[src/sdram_ctrl_pkg.sv]
package sdram_ctrl_pkg;

	typedef logic [11:0] row_t;        // one SDRAM row address.
	typedef logic [8:0]  fifo_level_t; // used-word count of a FIFO.
	typedef logic [15:0] data_t;       // pixel word, same width as the SDRAM data bus.

	typedef enum logic [1:0] {
		sel_init    = 2'b00,
		sel_refresh = 2'b01,
		sel_write   = 2'b10,
		sel_read    = 2'b11
	} bus_sel_e;

	typedef enum logic [2:0] {
		st_init,
		st_refresh,
		st_idle,
		st_rd_row,
		st_rd_wait,
		st_wr_row,
		st_wr_wait
	} arb_state_e;

	localparam int CAS_LATENCY = 2;

	// Fields from bit 11 down: reserved, write burst mode, operating mode,
	// CAS latency, sequential order, full-page burst.
	localparam logic [11:0] MODE_WORD = {
		2'b00,
		1'b0,
		2'b00,
		3'(CAS_LATENCY),
		1'b0,
		3'b111
	};

endpackage

[src/sdram_bus_pkg.sv]
package sdram_bus_pkg;

	// encoding is {cs_n, ras_n, cas_n, we_n}.
	typedef enum logic [3:0] {
		cmd_load_mode  = 4'b0000,
		cmd_refresh    = 4'b0001,
		cmd_precharge  = 4'b0010,
		cmd_active     = 4'b0011,
		cmd_write      = 4'b0100,
		cmd_read       = 4'b0101,
		cmd_burst_stop = 4'b0110,
		cmd_nop        = 4'b0111
	} sdram_cmd_e;

	typedef struct packed {
		sdram_cmd_e            cmd;
		logic [1:0]            ba;
		logic [11:0]           addr;
		sdram_ctrl_pkg::data_t dq_out;
		logic                  dq_oe;
	} sdram_bus_t;

	localparam sdram_bus_t BUS_IDLE = '{
		cmd:    cmd_nop,
		ba:     2'b00,
		addr:   12'h000,
		dq_out: 16'h0000,
		dq_oe:  1'b0
	};

endpackage

[src/sdram_burst.sv]
`timescale 1ns/1ns

module sdram_burst #(
	parameter bit IS_WRITE  = 1'b1,
	parameter int BURST_LEN = 64,
	parameter int T_RCD     = 2,
	parameter int T_RP      = 2
) (
	input  logic                      pi_clk,
	input  logic                      pi_rst_n,
	input  logic                      run,
	input  sdram_ctrl_pkg::row_t      row,
	input  sdram_ctrl_pkg::data_t     fifo_data,
	input  sdram_ctrl_pkg::data_t     dq_in,
	output logic                      done,
	output logic                      fifo_req,
	output sdram_ctrl_pkg::data_t     fifo_wdata,
	output sdram_bus_pkg::sdram_bus_t bus
);
	import sdram_ctrl_pkg::*;
	import sdram_bus_pkg::*;

	localparam int RW_AT   = T_RCD;
	localparam int STOP_AT = RW_AT + BURST_LEN;
	localparam int PRE_AT  = IS_WRITE ? STOP_AT + 1 : STOP_AT + 1 + CAS_LATENCY;
	localparam int DONE_AT = PRE_AT + T_RP;
	// writes pop one cycle ahead of the data slot, reads push after the mux stage and CAS latency.
	localparam int REQ_LO  = IS_WRITE ? RW_AT - 1 : RW_AT + CAS_LATENCY + 1;
	localparam int REQ_HI  = REQ_LO + BURST_LEN;
	localparam int CW      = $clog2(DONE_AT + 2);

	logic [CW-1:0] cnt;

	always_ff @(posedge pi_clk or negedge pi_rst_n)
	begin
		if (!pi_rst_n)
			cnt <= '0;
		else if (!run)
			cnt <= '0;
		else
			cnt <= cnt + 1'b1;
	end

	assign done       = run && (cnt == CW'(DONE_AT));
	assign fifo_req   = run && (cnt >= CW'(REQ_LO)) && (cnt < CW'(REQ_HI));
	assign fifo_wdata = dq_in;

	always_comb
	begin
		bus = BUS_IDLE;
		if (run)
		begin
			if (cnt == '0)
			begin
				bus.cmd  = cmd_active;
				bus.addr = row;
			end
			else if (cnt == CW'(RW_AT))
			begin
				if (IS_WRITE)
					bus.cmd = cmd_write;
				else
					bus.cmd = cmd_read;
			end
			else if (cnt == CW'(STOP_AT))
				bus.cmd = cmd_burst_stop;
			else if (cnt == CW'(PRE_AT))
				bus.cmd = cmd_precharge; // bank 0 only, so a10 stays low.
			if (IS_WRITE && cnt >= CW'(RW_AT) && cnt < CW'(STOP_AT))
			begin
				bus.dq_out = fifo_data;
				bus.dq_oe  = 1'b1;
			end
		end
	end

	// a FIFO strobe is always followed by at least one more cycle of the burst.
	a_req_in_run: assert property (@(posedge pi_clk) disable iff (!pi_rst_n)
		fifo_req |-> run ##1 run);

endmodule

[src/sdram_cmd_mux.sv]
`timescale 1ns/1ns

module sdram_cmd_mux (
	input  logic                      pi_clk,
	input  logic                      pi_rst_n,
	input  sdram_ctrl_pkg::bus_sel_e  bus_sel,
	input  sdram_bus_pkg::sdram_bus_t init_bus,
	input  sdram_bus_pkg::sdram_bus_t ref_bus,
	input  sdram_bus_pkg::sdram_bus_t wr_bus,
	input  sdram_bus_pkg::sdram_bus_t rd_bus,
	output sdram_bus_pkg::sdram_bus_t sdram_bus
);
	import sdram_ctrl_pkg::*;
	import sdram_bus_pkg::*;

	always_ff @(posedge pi_clk or negedge pi_rst_n)
	begin
		if (!pi_rst_n)
			sdram_bus <= BUS_IDLE;
		else
		begin
			case (bus_sel)
				sel_init:    sdram_bus <= init_bus;
				sel_refresh: sdram_bus <= ref_bus;
				sel_write:   sdram_bus <= wr_bus;
				sel_read:    sdram_bus <= rd_bus;
				default:     sdram_bus <= BUS_IDLE;
			endcase
		end
	end

endmodule

[src/sdram_ctrl.sv]
`timescale 1ns/1ns

module sdram_ctrl #(
	parameter int MAX_ROW      = 960,
	parameter int BURST_LEN    = 64,
	parameter int RD_LOW       = 150,
	parameter int WR_HIGH      = 340,
	parameter int REF_INTERVAL = 1560,
	parameter int T_PWR        = 200,
	parameter int T_RP         = 2,
	parameter int T_RFC        = 7,
	parameter int T_RCD        = 2
) (
	input  logic                        pi_clk,
	input  logic                        pi_rst_n,
	input  sdram_ctrl_pkg::fifo_level_t wr_fifo_rusedw,
	input  sdram_ctrl_pkg::data_t       wr_fifo_rdata,
	output logic                        wr_fifo_rdreq,
	input  sdram_ctrl_pkg::fifo_level_t rd_fifo_wusedw,
	output sdram_ctrl_pkg::data_t       rd_fifo_wdata,
	output logic                        rd_fifo_wrreq,
	output sdram_bus_pkg::sdram_bus_t   sdram_bus,
	input  sdram_ctrl_pkg::data_t       sdram_dq_in
);
	import sdram_ctrl_pkg::*;
	import sdram_bus_pkg::*;

	logic       init_run;
	logic       init_done;
	logic       ref_run;
	logic       ref_req;
	logic       ref_done;
	logic       wr_run;
	logic       wr_done;
	logic       rd_run;
	logic       rd_done;
	bus_sel_e   bus_sel;
	row_t       wr_row;
	row_t       rd_row;
	sdram_bus_t init_bus;
	sdram_bus_t ref_bus;
	sdram_bus_t wr_bus;
	sdram_bus_t rd_bus;

	sdram_fsm #(.MAX_ROW(MAX_ROW), .RD_LOW(RD_LOW), .WR_HIGH(WR_HIGH)) i_fsm (
		.pi_clk, .pi_rst_n, .init_done, .ref_req, .ref_done, .wr_done, .rd_done,
		.wr_fifo_rusedw, .rd_fifo_wusedw, .init_run, .ref_run, .wr_run, .rd_run,
		.bus_sel, .wr_row, .rd_row
	);

	sdram_init #(.T_PWR(T_PWR), .T_RP(T_RP), .T_RFC(T_RFC)) i_init (
		.pi_clk, .pi_rst_n, .run(init_run), .done(init_done), .bus(init_bus)
	);

	sdram_refresh #(.REF_INTERVAL(REF_INTERVAL), .T_RFC(T_RFC)) i_refresh (
		.pi_clk, .pi_rst_n, .run(ref_run), .req(ref_req), .done(ref_done), .bus(ref_bus)
	);

	sdram_burst #(.IS_WRITE(1'b1), .BURST_LEN(BURST_LEN), .T_RCD(T_RCD), .T_RP(T_RP)) i_wr (
		.pi_clk, .pi_rst_n, .run(wr_run), .row(wr_row), .fifo_data(wr_fifo_rdata),
		.dq_in(sdram_dq_in), .done(wr_done), .fifo_req(wr_fifo_rdreq), .fifo_wdata(),
		.bus(wr_bus)
	);

	sdram_burst #(.IS_WRITE(1'b0), .BURST_LEN(BURST_LEN), .T_RCD(T_RCD), .T_RP(T_RP)) i_rd (
		.pi_clk, .pi_rst_n, .run(rd_run), .row(rd_row), .fifo_data('0),
		.dq_in(sdram_dq_in), .done(rd_done), .fifo_req(rd_fifo_wrreq),
		.fifo_wdata(rd_fifo_wdata), .bus(rd_bus)
	);

	sdram_cmd_mux i_mux (
		.pi_clk, .pi_rst_n, .bus_sel, .init_bus, .ref_bus, .wr_bus, .rd_bus, .sdram_bus
	);

endmodule

[src/sdram_fsm.sv]
`timescale 1ns/1ns

module sdram_fsm #(
	parameter int MAX_ROW = 960,
	parameter int RD_LOW  = 150,
	parameter int WR_HIGH = 340
) (
	input  logic                         pi_clk,
	input  logic                         pi_rst_n,
	input  logic                         init_done,
	input  logic                         ref_req,
	input  logic                         ref_done,
	input  logic                         wr_done,
	input  logic                         rd_done,
	input  sdram_ctrl_pkg::fifo_level_t  wr_fifo_rusedw,
	input  sdram_ctrl_pkg::fifo_level_t  rd_fifo_wusedw,
	output logic                         init_run,
	output logic                         ref_run,
	output logic                         wr_run,
	output logic                         rd_run,
	output sdram_ctrl_pkg::bus_sel_e     bus_sel,
	output sdram_ctrl_pkg::row_t         wr_row,
	output sdram_ctrl_pkg::row_t         rd_row
);
	import sdram_ctrl_pkg::*;

	arb_state_e state;

	always_ff @(posedge pi_clk or negedge pi_rst_n)
	begin
		if (!pi_rst_n)
		begin
			state    <= st_init;
			init_run <= 1'b0;
			ref_run  <= 1'b0;
			wr_run   <= 1'b0;
			rd_run   <= 1'b0;
			bus_sel  <= sel_init;
			wr_row   <= '0;
			rd_row   <= '0;
		end
		else
		begin
			case (state)
				st_init:
				begin
					if (!init_done)
						init_run <= 1'b1;
					else
					begin
						init_run <= 1'b0;
						bus_sel  <= sel_refresh; // one refresh always follows power-up.
						state    <= st_refresh;
					end
				end
				st_refresh:
				begin
					if (!ref_done)
						ref_run <= 1'b1;
					else
					begin
						ref_run <= 1'b0;
						state   <= st_idle;
					end
				end
				st_idle:
				begin
					if (ref_req)
					begin
						bus_sel <= sel_refresh;
						state   <= st_refresh;
					end
					else if (rd_fifo_wusedw < fifo_level_t'(RD_LOW))
					begin
						bus_sel <= sel_read;
						state   <= st_rd_row;
					end
					else if (wr_fifo_rusedw > fifo_level_t'(WR_HIGH))
					begin
						bus_sel <= sel_write;
						state   <= st_wr_row;
					end
				end
				st_rd_row:
				begin
					rd_row <= (rd_row < row_t'(MAX_ROW)) ? rd_row + 1'b1 : row_t'(1);
					state  <= st_rd_wait;
				end
				st_rd_wait:
				begin
					if (!rd_done)
						rd_run <= 1'b1;
					else
					begin
						rd_run <= 1'b0;
						state  <= st_idle;
					end
				end
				st_wr_row:
				begin
					wr_row <= (wr_row < row_t'(MAX_ROW)) ? wr_row + 1'b1 : row_t'(1);
					state  <= st_wr_wait;
				end
				st_wr_wait:
				begin
					if (!wr_done)
						wr_run <= 1'b1;
					else
					begin
						wr_run <= 1'b0;
						state  <= st_idle;
					end
				end
				default: state <= st_init;
			endcase
		end
	end

	// only one sequencer may own the pins at a time.
	a_one_run: assert property (@(posedge pi_clk) disable iff (!pi_rst_n)
		$onehot0({init_run, ref_run, wr_run, rd_run}));

	// the mux select must not move under a running sequencer.
	a_sel_stable: assert property (@(posedge pi_clk) disable iff (!pi_rst_n)
		(init_run || ref_run || wr_run || rd_run) |-> $stable(bus_sel));

endmodule

[src/sdram_init.sv]
`timescale 1ns/1ns

module sdram_init #(
	parameter int T_PWR = 200,
	parameter int T_RP  = 2,
	parameter int T_RFC = 7
) (
	input  logic                      pi_clk,
	input  logic                      pi_rst_n,
	input  logic                      run,
	output logic                      done,
	output sdram_bus_pkg::sdram_bus_t bus
);
	import sdram_ctrl_pkg::*;
	import sdram_bus_pkg::*;

	localparam int PRE_AT  = T_PWR;
	localparam int REF1_AT = PRE_AT + T_RP;
	localparam int REF2_AT = REF1_AT + T_RFC;
	localparam int LMR_AT  = REF2_AT + T_RFC;
	localparam int DONE_AT = LMR_AT + 1;
	localparam int CW      = $clog2(DONE_AT + 2);

	logic [CW-1:0] cnt;

	always_ff @(posedge pi_clk or negedge pi_rst_n)
	begin
		if (!pi_rst_n)
			cnt <= '0;
		else if (!run)
			cnt <= '0;
		else
			cnt <= cnt + 1'b1;
	end

	assign done = run && (cnt == CW'(DONE_AT));

	always_comb
	begin
		bus = BUS_IDLE;
		if (run)
		begin
			if (cnt == CW'(PRE_AT))
			begin
				bus.cmd  = cmd_precharge;
				bus.addr = 12'h400; // a10 high selects all banks.
			end
			else if (cnt == CW'(REF1_AT) || cnt == CW'(REF2_AT))
				bus.cmd = cmd_refresh;
			else if (cnt == CW'(LMR_AT))
			begin
				bus.cmd  = cmd_load_mode;
				bus.addr = MODE_WORD;
			end
		end
	end

endmodule

[src/sdram_refresh.sv]
`timescale 1ns/1ns

module sdram_refresh #(
	parameter int REF_INTERVAL = 1560,
	parameter int T_RFC        = 7
) (
	input  logic                      pi_clk,
	input  logic                      pi_rst_n,
	input  logic                      run,
	output logic                      req,
	output logic                      done,
	output sdram_bus_pkg::sdram_bus_t bus
);
	import sdram_bus_pkg::*;

	localparam int TW = $clog2(REF_INTERVAL + 1);
	localparam int CW = $clog2(T_RFC + 2);

	logic [CW-1:0] cnt;
	logic [TW-1:0] timer;
	logic          started; // set by the first completed refresh.

	always_ff @(posedge pi_clk or negedge pi_rst_n)
	begin
		if (!pi_rst_n)
			cnt <= '0;
		else if (!run)
			cnt <= '0;
		else
			cnt <= cnt + 1'b1;
	end

	always_ff @(posedge pi_clk or negedge pi_rst_n)
	begin
		if (!pi_rst_n)
		begin
			timer   <= '0;
			started <= 1'b0;
		end
		else if (done)
		begin
			timer   <= '0;
			started <= 1'b1;
		end
		else if (started && timer != TW'(REF_INTERVAL))
			timer <= timer + 1'b1;
	end

	assign req  = (timer == TW'(REF_INTERVAL)); // held until the refresh is served.
	assign done = run && (cnt == CW'(T_RFC));

	always_comb
	begin
		bus = BUS_IDLE;
		if (run && cnt == '0)
			bus.cmd = cmd_refresh;
	end

endmodule

[config.mk]
export PLATFORM = sky130hd
export DESIGN_NAME = sdram_ctrl
export DESIGN_NICKNAME = d
export VERILOG_FILES = /design/src/sdram_ctrl_pkg.sv /design/src/sdram_bus_pkg.sv /design/src/sdram_burst.sv /design/src/sdram_cmd_mux.sv /design/src/sdram_ctrl.sv /design/src/sdram_fsm.sv /design/src/sdram_init.sv /design/src/sdram_refresh.sv
export SDC_FILE = /design/constraint.sdc
export NUM_CORES = 1
export LEC_CHECK = 0
export BUFFER_PORTS_ARGS = -buffer_cell sky130_fd_sc_hd__buf_4
export CAP_MARGIN = 40
export CORE_ASPECT_RATIO = 0.8
export CORE_MARGIN = 3
export CORE_UTILIZATION = 37
export CTS_BUF_LIST = sky130_fd_sc_hd__clkbuf_4 sky130_fd_sc_hd__clkbuf_8 sky130_fd_sc_hd__clkbuf_16
export DETAILED_ROUTE_END_ITERATION = 8
export HOLD_SLACK_MARGIN = 0.08
export PLACE_DENSITY_LB_ADDON = 0.05
export SLEW_MARGIN = 25
export SYNTH_ARGS = -nofsm -noshare
export SYNTH_HDL_FRONTEND = slang
export SYNTH_HIERARCHICAL = 1
export SYNTH_SLANG_ARGS = --single-unit
[constraint.sdc]
create_clock -name pi_clk -period 3.2 [get_ports pi_clk]
set_clock_uncertainty 0.05 [all_clocks]
set_input_delay 0.32 -clock pi_clk [delete_from_list [all_inputs] [get_ports pi_clk]]
set_output_delay 0.32 -clock pi_clk [all_outputs]
set_load 0.05 [all_outputs]
==> flow_results.org, run 1 <==
** Logic synthesis
- Post-synthesis instance total :: 651
- Yosys synthesis warning count :: 6
- Combined area of all synthesized cells :: 0.00709 sq mm
- Average cell area after synthesis :: 10.9 sq um

** Setup path
- The largest individual stage delay along the critical path comes from the cell or4_4.
- Biggest fanout along the worst timing path :: 12
- CP Data Arrival Time :: 2440 ps
- For the worst setup path, the data required time is 2830 ps.
- The worst setup path is of the register to output port kind.
- The worst setup path is captured at an output port.
- The critical path goes through or4_4, o21a_1, buf_8, nor3_1, buf_4.
- Startpoint type of the worst setup path :: register
- Worst path max stage delay :: 580 ps

** Power
- Static leakage :: 3.39 nW
- The design draws 5.89 mW.
- Worst voltage drop across the vdd grid :: 0.293 mV
- Total power divided by cell area :: 775 mW/mm^2

** Worst hold path
- The path class of the tightest hold or removal check is input pin to register.

** CTS
- The clock reaches the later pin of the worst-skew pair after 370 ps.
- CTS tree :: built
- H-tree depth reported by CTS :: 3
- Clock tree synthesis found a total of 106 sinks.
- Clock-pin slew on the worst setup and hold paths :: 70 ps
- Root Driver :: clkbuf_16
- Quantity of gates resized following cts :: 0
- Buffers inserted to repair hold after CTS numbered 1.
- The number of clock buffers added by TritonCTS is 9.
- Clock tree buffer depth :: 2
- Number of post-CTS setup repair buffers :: 0

** GRT
- Overall fraction of global-route tracks in use :: 14.3%
- In the global route stage, met1 resource usage came out at 20.3%.
- The number of antenna violations at the first check in global routing was 0.
- The total overflow left after global routing is 0.
- Pin count of the biggest net entering global routing :: 47
- The first global-routing pass estimated 23,700 microns of wire.
- The via count of the first global-routing pass was 4,549.
- Global routing consumed, on the met2 layer, 21.5% of the routing resources.
- In this run the most used layer during global routing was met2.
- GR met3 Demand/Resource :: 3.94%

** Detailed routing
- Residual DRC :: 0
- DR vias/cell :: 4.81
- In this run, the number of DRC markers left after iteration 0 of detailed routing was 202.
- The routed layout has 4,550 vias.
- Final wirelength :: 14,300 microns
- Number of search-and-repair iterations in the first detailed-routing pass :: 5
- DR WL/cell :: 15.1 microns
- Detail Route Antenna Nets :: 0

** Placement
- Once placement completed, the tool counted placed cells totaling 929.
- The wire-length estimate of the detail-placed layout is 10,400 microns.
- Buffers placed on the I/O ports in this run total 71.
- RePlAce Congestion :: 0.786
- Placement Setup Slack :: 740 ps

** Timing
- The final hold violation count came to 0.
- Time the worst path needs with I/O delays and setup :: 2810 ps
- In the final timing run, aggregate negative setup slack is 0 ps.
- Crit path setup slack, layout :: 386 ps
- Setup violations remaining at the end of the flow were counted as 0.
- Post-Route Hold Slack :: 309 ps
- Setup repair after global routing left no endpoint under its margin.
- For this run, the top clock speed supported by timing is 355 MHz.
- The max-slew violation count is 0.
- Worst relative slew slack :: 49.1%
- Worst-Margin Slew :: 759 ps
- The final critical path takes up 87.9% of the cycle.

** Layout
- The repair_antennas step left the layout with diodes totalling 0.
- Synthesis-to-finish area growth :: 7.23%
- Layout net count :: 758
- The filler cells instantiated in the layout total 1,811.
- Number of standard cells in the final layout excluding fillers :: 946
- Layout cells sized above 1 :: 25.5%
- Most common cell after layout, fill and taps aside :: dfrtp_1
- Commonest cells after routing, fill and taps aside :: dfrtp_1, conb_1, buf_4

** Floorplanning
- During I/O placement, the number of pins put on the boundary was 105.
- Measured along the y axis, the die boundary spans 130 microns.
- The core region is 0.0185 sq mm.
- Initial standard-cell utilization of the core :: 38.3%
- Die boundary width :: 161 microns
- Die area :: 0.0209 sq mm
- The floorplan has 44 rows.

** Flow run
- Number of maximum-capacitance constraint violations :: 0

** Run status
- The flow ran to the end, and the final reports show no timing, DRC or antenna violations.
-- final cells by class --
| type | count | area, sq um | share of cell area, % |
|---|---|---|---|
| multi-input combinational | 471 | 3630 | 47.8 |
| clock inverter | 7 | 63.8 | 0.839 |
| timing repair buffer | 82 | 642 | 8.44 |
| tap | 253 | 317 | 4.16 |
| sequential | 106 | 2660 | 34.9 |
| clock buffer | 9 | 225 | 2.96 |
| inverter | 18 | 67.6 | 0.888 |
-- power by group --
group / switching [mW] / internal (mW)
combinational: 1.59 / 1.10
clock: 0.555 / 0.544
sequential: 0.412 / 1.70
-- routing by layer --
layer / routed length (microns) / vias up
met3: 785 / 36
met1: 7260 / 2215
met5: 0 / -
met4: 289 / 0
met2: 5920 / 117
li1: - / 2182
-- metrics by stage --
step,area [sq um],utilization [%]
2_1_floorplan,7380,-
3_3_place_gp,7280,39.4
3_5_place_dp,7310,39.5
4_1_cts,7600,41.1
5_1_grt,7600,41.1
6_report,7600,41.1
-- worst max-delay path, delay by kind of cell, from the launching register on --
kind,cells,cell delay [ps]
AOI/OAI and AO/OA,1,350
buffers and inverters,2,480
and+or+nand+nor,2,780
DFF,1,480
-- flip-flops by register name, indices dropped and copies added, names as in the netlist --
| register | cells |
|---|---|
| i_fsm/bus_sel | 2 |
| i_fsm/init_run | 1 |
| i_fsm/rd_row | 12 |
| i_fsm/rd_run | 1 |
| i_fsm/ref_run | 1 |
| i_fsm/state | 3 |
| i_fsm/wr_row | 12 |
| i_fsm/wr_run | 1 |
| i_init/cnt | 8 |
| i_mux/sdram_bus | 35 |
| i_rd/cnt | 7 |
| i_refresh/cnt | 4 |
| i_refresh/started | 1 |
| i_refresh/timer | 11 |
| i_wr/cnt | 7 |
-- worst paths after layout --
path	start	endpoint	slack [ps]	depth (start not counted)
worst max-delay path	i_wr/cnt[5]$_DFF_PN0_	wr_fifo_rdreq	390	5
worst min-delay path	wr_fifo_rusedw[8]	i_fsm/bus_sel[0]$_DFFE_PN0P_	310	3
worst max register to register	i_wr/cnt[5]$_DFF_PN0_	i_mux/sdram_bus[8]$_DFF_PN0_	860	5
worst min register to register	i_refresh/cnt[0]$_DFF_PN0_	i_refresh/cnt[0]$_DFF_PN0_	440	1
max in group asynchronous	pi_rst_n	i_init/cnt[2]$_DFF_PN0_	1860	3
min in group asynchronous	pi_rst_n	i_mux/sdram_bus[5]$_DFF_PN0_	470	2
(Power assumes the default switching activity.)
==> run 2: changes to the inputs <==
--- a/config.mk
+++ b/config.mk
@@ -9,7 +9,7 @@
 export CAP_MARGIN = 40
 export CORE_ASPECT_RATIO = 0.8
 export CORE_MARGIN = 3
-export CORE_UTILIZATION = 37
+export CORE_UTILIZATION = 58
 export CTS_BUF_LIST = sky130_fd_sc_hd__clkbuf_4 sky130_fd_sc_hd__clkbuf_8 sky130_fd_sc_hd__clkbuf_16
 export DETAILED_ROUTE_END_ITERATION = 8
 export HOLD_SLACK_MARGIN = 0.08
==> flow_results.org, run 2 (synthesized netlist as in run 1, its figures left out) <==
** Layout
- Commonest cells after routing, fill and taps aside :: dfrtp_1, conb_1, buf_4
- The multi-input logic area was 0.00363 sq mm (unchanged).
- The post-layout instance count excluding filler cells was 839 (-11%).
- Register ranked first by flip-flop count :: i_mux/sdram_bus
- The final net count came to 756 (-0.26%).
- The ratio of cells with drive above 1 in the final layout is 25.3% (-0.22 points).
- Layout filler cell count :: 979 (-46%)
- Register area :: 0.00266 sq mm (unchanged)
- Largest register FFs :: 35 (unchanged)
- Core Util, Final :: 63.7% (+23 points)
- The largest registers in the layout are i_mux/sdram_bus x35, i_fsm/rd_row x12, i_fsm/wr_row x12.
- The antenna diode count is 0 (unchanged).
- The library cell used most frequently in the layout, excluding fill and tap cells, is dfrtp_1.
- The area growth from synthesis to layout is 5.38%.

** Timing
- The final hold violation count was 0 (unchanged).
- The time the final worst path needs with I/O delays and setup was 2700 ps (-110 ps).
- Final Cycle Share :: 84.5% (-3.4 points)
- Worst-Margin Slew :: 651 ps (-108 ps)
- The max-slew violation count is 0 (unchanged).
- Setup repair after global routing left no endpoint under its margin.
- Max Fclk :: 370 MHz (+4.1%)
- Worst relative slew slack :: 56.6% (+7.5 points)
- Setup violation total in the final timing report :: 0 (unchanged)
- The setup TNS came to 0 ps (unchanged).

** Detailed routing
- Residual DRC :: 0 (unchanged)
- Detail Route Antenna Nets :: 0 (unchanged)
- The iteration-0 DRC count of the detailed router was 235 (+16%).
- The detail-routed via count per cell is 5.46 (+14%).
- The final wirelength was 13,000 microns (-8.6%).
- Via Count :: 4,585 (+0.77%)
- The number of iterations in the first detailed-routing pass is 4 (-1).
- The average detailed-routed wire length per instance is 15.5 microns (+3.0%).

** Setup path
- Worst path max stage delay :: 580 ps (about the same)
- Startpoint type of the worst setup path :: register
- In this run the critical register-to-register path is captured at i_mux/sdram_bus[0]$_DFF_PN0_.
- Length in cells of the worst reg-to-reg path :: 5 (unchanged)
- Nature of the critical path endpoint :: output port
- Start of the worst register-to-register path :: i_wr/cnt[4]$_DFF_PN0_
- Req. time, crit path :: 2830 ps (about the same)
- In this design, the largest share of critical-path delay is due to simple AND/OR/NAND/NOR gates.
- CP Data Arrival Time :: 2330 ps (-110 ps)
- The reg-to-reg setup timing slack came to 810 ps (-50 ps).
- CP max-delay cell :: or4_4
- Critical path type :: register to output port
- Biggest fanout along the worst timing path :: 15 (+3)
- The number of buffers and inverters on the critical path came to 2 (unchanged).
- The critical path goes through or4_4, o21a_1, buf_8, nor3_1, buf_4.

** GRT
- Pin count of the biggest net entering global routing :: 75 (+60%)
- Via count of the first global-routing pass :: 4,719 (+3.7%)
- Overall fraction of global-route tracks in use :: 20.5% (+6.2 points)
- Number of antenna violations at the first check in global routing :: 0 (unchanged)
- Global-route wire length before repair :: 22,600 microns (-4.5%)
- The global route total overflow is 0 (unchanged).

** Placement
- Hpwl dp :: 9450 microns (-9.1%)
- DP Cell Count :: 820 (-12%)
- The final weighted congestion in routability-driven placement was 0.818 (+4.2%).
- The number of port buffers came to 71 (unchanged).

** CTS
- The count of cells resized by post-cts repair is 0 (unchanged).
- The number of buffers added by the clock tree synthesis step came to 9 (unchanged).
- The maximum buffer depth of the clock tree came to 2 (unchanged).
- The count of H-tree levels built during CTS is 3 (unchanged).
- The number of sinks handled by clock tree synthesis is 106 (unchanged).
- Clock Latency Late Sink :: 340 ps (-30 ps)
- CTS placed an instance of clkbuf_16 at the clock tree root.
- TritonCTS built the clock tree.
- Clock-pin slew on the worst setup and hold paths :: 70 ps (about the same)

** Floorplanning
- Die area :: 0.0136 sq mm (-35%)
- Core area :: 0.0117 sq mm (-37%)
- Die boundary width :: 130 microns (-19%)
- Std-Cell Rows :: 35 (-20%)
- The number of ports placed on the die boundary was 105 (unchanged).
- Initial standard-cell utilization of the core :: 60.4% (+22 points)
- Die Y :: 105 microns (-19%)

** Worst hold path
- The startpoint identified for the worst hold timing path is wr_fifo_rusedw[8].
- Worst hold-check path type :: input pin to register
- Worst Hold Path EP :: i_fsm/bus_sel[0]$_DFFE_PN0P_
- The number of cells on the worst hold path was 3 (unchanged).

** Power
- Total power divided by cell area :: 787 mW/mm^2 (+1.5%)
- Comb pwr share :: 45.1% (-0.5 points)
- Cell internal pwr :: 3.41 mW (+2.1%)
- Sw power :: 2.47 mW (-3.2%)
- The worst ir drop on vdd is 0.322 mV (+9.7%).
- Static leakage :: 3.38 nW (about the same)
- Clock share of power :: 19.1% (+0.5 points)
- Fraction of power consumed by sequential logic :: 35.9% (about the same)
- Switching Share :: 42.0% (-1.3 points)

** Run status
- The flow ran to the end, and the final reports show no timing, DRC or antenna violations.

** Flow run
- The max-capacitance violation count was 0 (unchanged).
## run 2: cell types whose count changed in the layout (fill, tap and decap cells not counted)
cell | previous run | this run
bufinv_16 | 0 | 1
clkbuf_4 | 0 | 1
inv_8 | 2 | 0
buf_4 | 78 | 76
clkinv_4 | 3 | 2
clkinv_2 | 0 | 1
buf_6 | 1 | 0
buf_8 | 1 | 2
## run 2: area by class of cell
type                            count  share of cell area (%)
Multi-Input combinational cell    471                    48.6
Timing Repair Buffer               80                    8.44
Clock buffer                       10                    3.11
Sequential cell                   106                    35.6
Clock inverter                      6                   0.904
Tap cell                          148                    2.48
Inverter                           18                   0.904
## run 2: power by group through the flow
stage / combinational (mW) / sequential (mW) / clock [mW]
6_report: 2.65 / 2.11 / 1.12
5_1_grt: 2.88 / 2.18 / 1.20
4_1_cts: 2.64 / 2.13 / 1.16
3_5_place_dp: 2.63 / 2.16 / 0
3_3_place_gp: 2.57 / 2.15 / 0
2_1_floorplan: 1.72 / 2.58 / 0
## run 2: worst reg2reg max path, stage by stage (launching register included)
cell	delay, ps
dfrtp_1	450
or4_1	620
nor4_4	290
buf_4	310
nor3_1	70
mux4_1	480
## run 2: repair_timing
| action | CTS | global route |
|---|---|---|
| endpoints found under the hold margin | 32 | 0 |
| hold buffers | 1 | 0 |
| buffers inserted | 0 | 0 |
## run 2: per-layer routing
| metal | global-route usage (%) | vias to the layer above | share of wire [%] |
|---|---|---|---|
| met4 | 5.64 | 0 | 1.5 |
| met5 | 0 | - | 0 |
| met1 | 28.5 | 2260 | 47 |
| met3 | 4.70 | 26 | 5.6 |
| met2 | 32.6 | 118 | 46 |
| li1 | - | 2181 | - |
## run 2: per-stage QoR
stage	hold slack [ps]	worst slack (ps)	area [sq um]	power, mW
detailed placement	245	690	7130	4.79
finish	309	496	7470	5.88
CTS	296	313	7440	5.93
global placement	245	709	7130	4.72
floorplan	-25.6	315	7380	4.31
global route	311	417	7470	6.26
## run 2: worst max-delay path by stage
stage	from	endpoint	slack (ps)	cells after the start
2_1_floorplan	i_wr/cnt[5]$_DFF_PN0_	wr_fifo_rdreq	310	5
3_3_place_gp	i_wr/cnt[5]$_DFF_PN0_	wr_fifo_rdreq	710	4
3_5_place_dp	i_wr/cnt[5]$_DFF_PN0_	wr_fifo_rdreq	690	4
4_1_cts	i_wr/cnt[5]$_DFF_PN0_	wr_fifo_rdreq	310	4
5_1_grt	i_wr/cnt[5]$_DFF_PN0_	wr_fifo_rdreq	420	5
6_report	i_wr/cnt[5]$_DFF_PN0_	wr_fifo_rdreq	500	5
==> run 3: changes to the inputs <==
--- a/config.mk
+++ b/config.mk
@@ -5,11 +5,12 @@
 export SDC_FILE = /design/constraint.sdc
 export NUM_CORES = 1
 export LEC_CHECK = 0
+export ABC_AREA = 1
 export BUFFER_PORTS_ARGS = -buffer_cell sky130_fd_sc_hd__buf_4
 export CAP_MARGIN = 40
 export CORE_ASPECT_RATIO = 0.8
 export CORE_MARGIN = 3
-export CORE_UTILIZATION = 58
+export CORE_UTILIZATION = 59
 export CTS_BUF_LIST = sky130_fd_sc_hd__clkbuf_4 sky130_fd_sc_hd__clkbuf_8 sky130_fd_sc_hd__clkbuf_16
 export DETAILED_ROUTE_END_ITERATION = 8
 export HOLD_SLACK_MARGIN = 0.08
==> constraint.sdc (replaced) <==
create_clock -name pi_clk -period 2.6 [get_ports pi_clk]
set_clock_uncertainty 0.05 [all_clocks]
set_input_delay 0.26 -clock pi_clk [delete_from_list [all_inputs] [get_ports pi_clk]]
set_output_delay 0.26 -clock pi_clk [all_outputs]
set_load 0.05 [all_outputs]
==> flow_results.org, run 3 <==
** Detailed routing
- The final wirelength was 14,400 microns (+11%).
- Residual DRC :: 0 (unchanged)
- Via Count :: 5,936 (+29%)
- DR vias/cell :: 4.85 (-11%)
- The number of iterations in the first detailed-routing pass came to 4 (unchanged).
- The number of antenna-violating nets in the routed design was 0 (unchanged).
- Initial detailed-routing violation count :: 290 (+23%)
- DR WL/cell :: 11.8 microns (-24%)

** Logic synthesis
- Yosys synthesis warning count :: 6 (unchanged)
- Average cell area after synthesis :: 7.40 sq um (-32%)
- The count of mapped cells out of synthesis is 1,021 (+57%).
- Combined area of all synthesized cells :: 0.00755 sq mm (+6.5%)

** CTS
- The maximum buffer depth of the clock tree is 2 (unchanged).
- Number of post-CTS setup repair buffers :: 0 (unchanged)
- The number of buffers added by the clock tree synthesis step was 9 (unchanged).
- Clock-pin slew on the worst setup and hold paths :: 70 ps (about the same)
- The total of hold buffers inserted after clock tree synthesis was 1 (unchanged).
- Quantity of gates resized following cts :: 0 (unchanged)
- TritonCTS built the clock tree.
- The count of H-tree levels built during CTS was 3 (unchanged).
- Clock Latency Late Sink :: 350 ps (about the same)
- The tree is rooted in a clkbuf_16.
- The number of sinks handled by clock tree synthesis came to 106 (unchanged).

** Layout
- Counting flops per register, the top entry is i_mux/sdram_bus.
- Commonest cells after routing, fill and taps aside :: nand2_1, nand3_1, inv_1
- Most common cell after layout, fill and taps aside :: nand2_1
- The final net count is 1,119 (+48%).
- The cell area after layout came to 0.00791 sq mm (+5.9%).
- The ratio of cells with drive above 1 in the final layout came to 16.2% (-9.1 points).
- The antenna diode count is 0 (unchanged).
- Largest register FFs :: 35 (unchanged)
- The largest registers in the layout are i_mux/sdram_bus x35, i_fsm/rd_row x12, i_fsm/wr_row x12.
- Synthesis-to-finish area growth :: 4.77%

** Timing
- Max Fclk :: 501 MHz
- The count of final setup violators is 0 (unchanged).
- Setup repair after global routing missed its margin :: no
- The max-slew violation count came to 0 (unchanged).
- The setup TNS was 0 ps (unchanged).
- After layout, the minimum clock period comes to 2000 ps.
- The transition at the pin with the smallest max-transition slack came to 605 ps (-46.6 ps).
- Final Cycle Share :: 76.8%
- Worst relative slew slack :: 59.6% (+3.0 points)
- Hold Vio Cnt, Final :: 0 (unchanged)

** Setup path
- Startpoint type of the worst setup path :: register
- The worst-path maximum fanout was 5 (-10).
- Nature of the critical path endpoint :: output port
- The worst setup path is of the register to output port kind.
- The required time of the critical path was 2290 ps (-540 ps).
- The arrival time at the worst endpoint was 1690 ps (-640 ps).

** Placement
- The final weighted congestion in routability-driven placement is 0.868 (+6.1%).
- PortBufs :: 71 (unchanged)
- Placed Area :: 0.00761 sq mm (+6.7%)
- Hpwl dp :: 10,300 microns (+8.6%)

** Power
- Worst voltage drop across the vdd grid :: 0.309 mV (-4.0%)
- Total power divided by cell area :: 414 mW/mm^2 (-47%)
- Sw power :: 819 uW (-67%)
- Switching Share :: 25.0% (-17 points)
- Cell internal pwr :: 2.46 mW (-28%)
- Comb pwr share :: 7.7% (-37 points)
- The sequential power share was 51.1% (+15 points).
- Clock share of power :: 41.2% (+22 points)
- Static leakage :: 3.83 nW (+13%)

** Floorplanning
- Die area :: 0.0142 sq mm (+4.5%)
- Die Y :: 107 microns (+2.2%)
- The number of ports placed on the die boundary is 105 (unchanged).
- Die boundary width :: 133 microns (+2.2%)
- Initial standard-cell utilization of the core :: 61.2% (+0.78 points)
- Std-Cell Rows :: 36 (+2.9%)
- Core area :: 0.0123 sq mm (+5.2%)

** Run status
- The flow ran to the end, and the final reports show no timing, DRC or antenna violations.

** GRT
- Overall fraction of global-route tracks in use :: 21.2% (+0.63 points)
- The number of antenna violations at the first check in global routing came to 0 (unchanged).
- The via count of the first global-routing pass is 5,321 (+13%).
- Aggregate global routing overflow :: 0 (unchanged)
- The wire length of the first global-routing pass came to 25,000 microns (+11%).
- The pin count of the biggest net entering global routing came to 61 (-19%).

** Flow run
- Number of maximum-capacitance constraint violations :: 0 (unchanged)

** Worst hold path
- The tightest min-delay check is of the input pin to async pin type.
[run 3: power groups by stage]
stage	logic (mW)	clock network (mW)	registers, mW
2_1_floorplan	0.211	0	1.79
3_3_place_gp	0.252	0	1.71
3_5_place_dp	0.253	0	1.71
4_1_cts	0.255	1.39	1.67
5_1_grt	0.280	1.45	1.68
6_report	0.252	1.35	1.67
[run 3: path summary, 6_finish.rpt]
check / depth (start not counted) / endpoint / slack [ps] / start
setup / recovery: 8 / wr_fifo_rdreq / 600 / i_wr/cnt[4]$_DFF_PN0_
hold / removal: 2 / i_wr/cnt[3]$_DFF_PN0_ / 230 / pi_rst_n
setup reg to reg: 10 / i_fsm/state[1]$_DFFE_PN0P_ / 630 / i_rd/cnt[0]$_DFF_PN0_
hold reg to reg: 2 / i_refresh/started$_DFFE_PN0P_ / 430 / i_refresh/started$_DFFE_PN0P_
max in group asynchronous: 3 / i_fsm/rd_row[9]$_DFFE_PN0P_ / 1570 / pi_rst_n
min in group pi_clk: 6 / i_fsm/state[1]$_DFFE_PN0P_ / 250 / rd_fifo_wusedw[8]
[run 3: routing by layer]
layer,routed length (microns),GRT usage [%],up-vias
met5,0,0,-
met4,125,5.12,0
met3,484,3.56,13
met2,6530,34.6,77
met1,7270,29.6,2708
li1,-,-,3138
[run 3: critical path: stages, from the launching register on]
cell and delay (ps):
dfrtp_1 460, nor2_2 210, nand2_1 70, nand2_1 70
nand2_2 60, nor2_4 130, nand2_1 70, nor2_1 80
buf_4 200
[run 3: cell type report]
cell class                 count  area, sq um
inverter                     132          500
clock inverter                 5         47.5
sequential                   106         2660
fill                        1153         4430
clock buffer                  11          246
timing repair buffer          80          616
multi-input combinational    720         3630
tap                          171          214
[run 3: metrics by stage]
step	power [mW]	setup WS [ps]	hold WS, ps	utilization (%)	cells
global placement	1.96	677	60.4	61.7	1208
floorplan	2.00	714	-85.6	-	1099
global route	3.41	415	242	64.1	1225
CTS	3.32	580	231	64.1	1225
detailed placement	1.96	635	61.8	61.7	1208
finish	3.28	602	233	64.1	1225
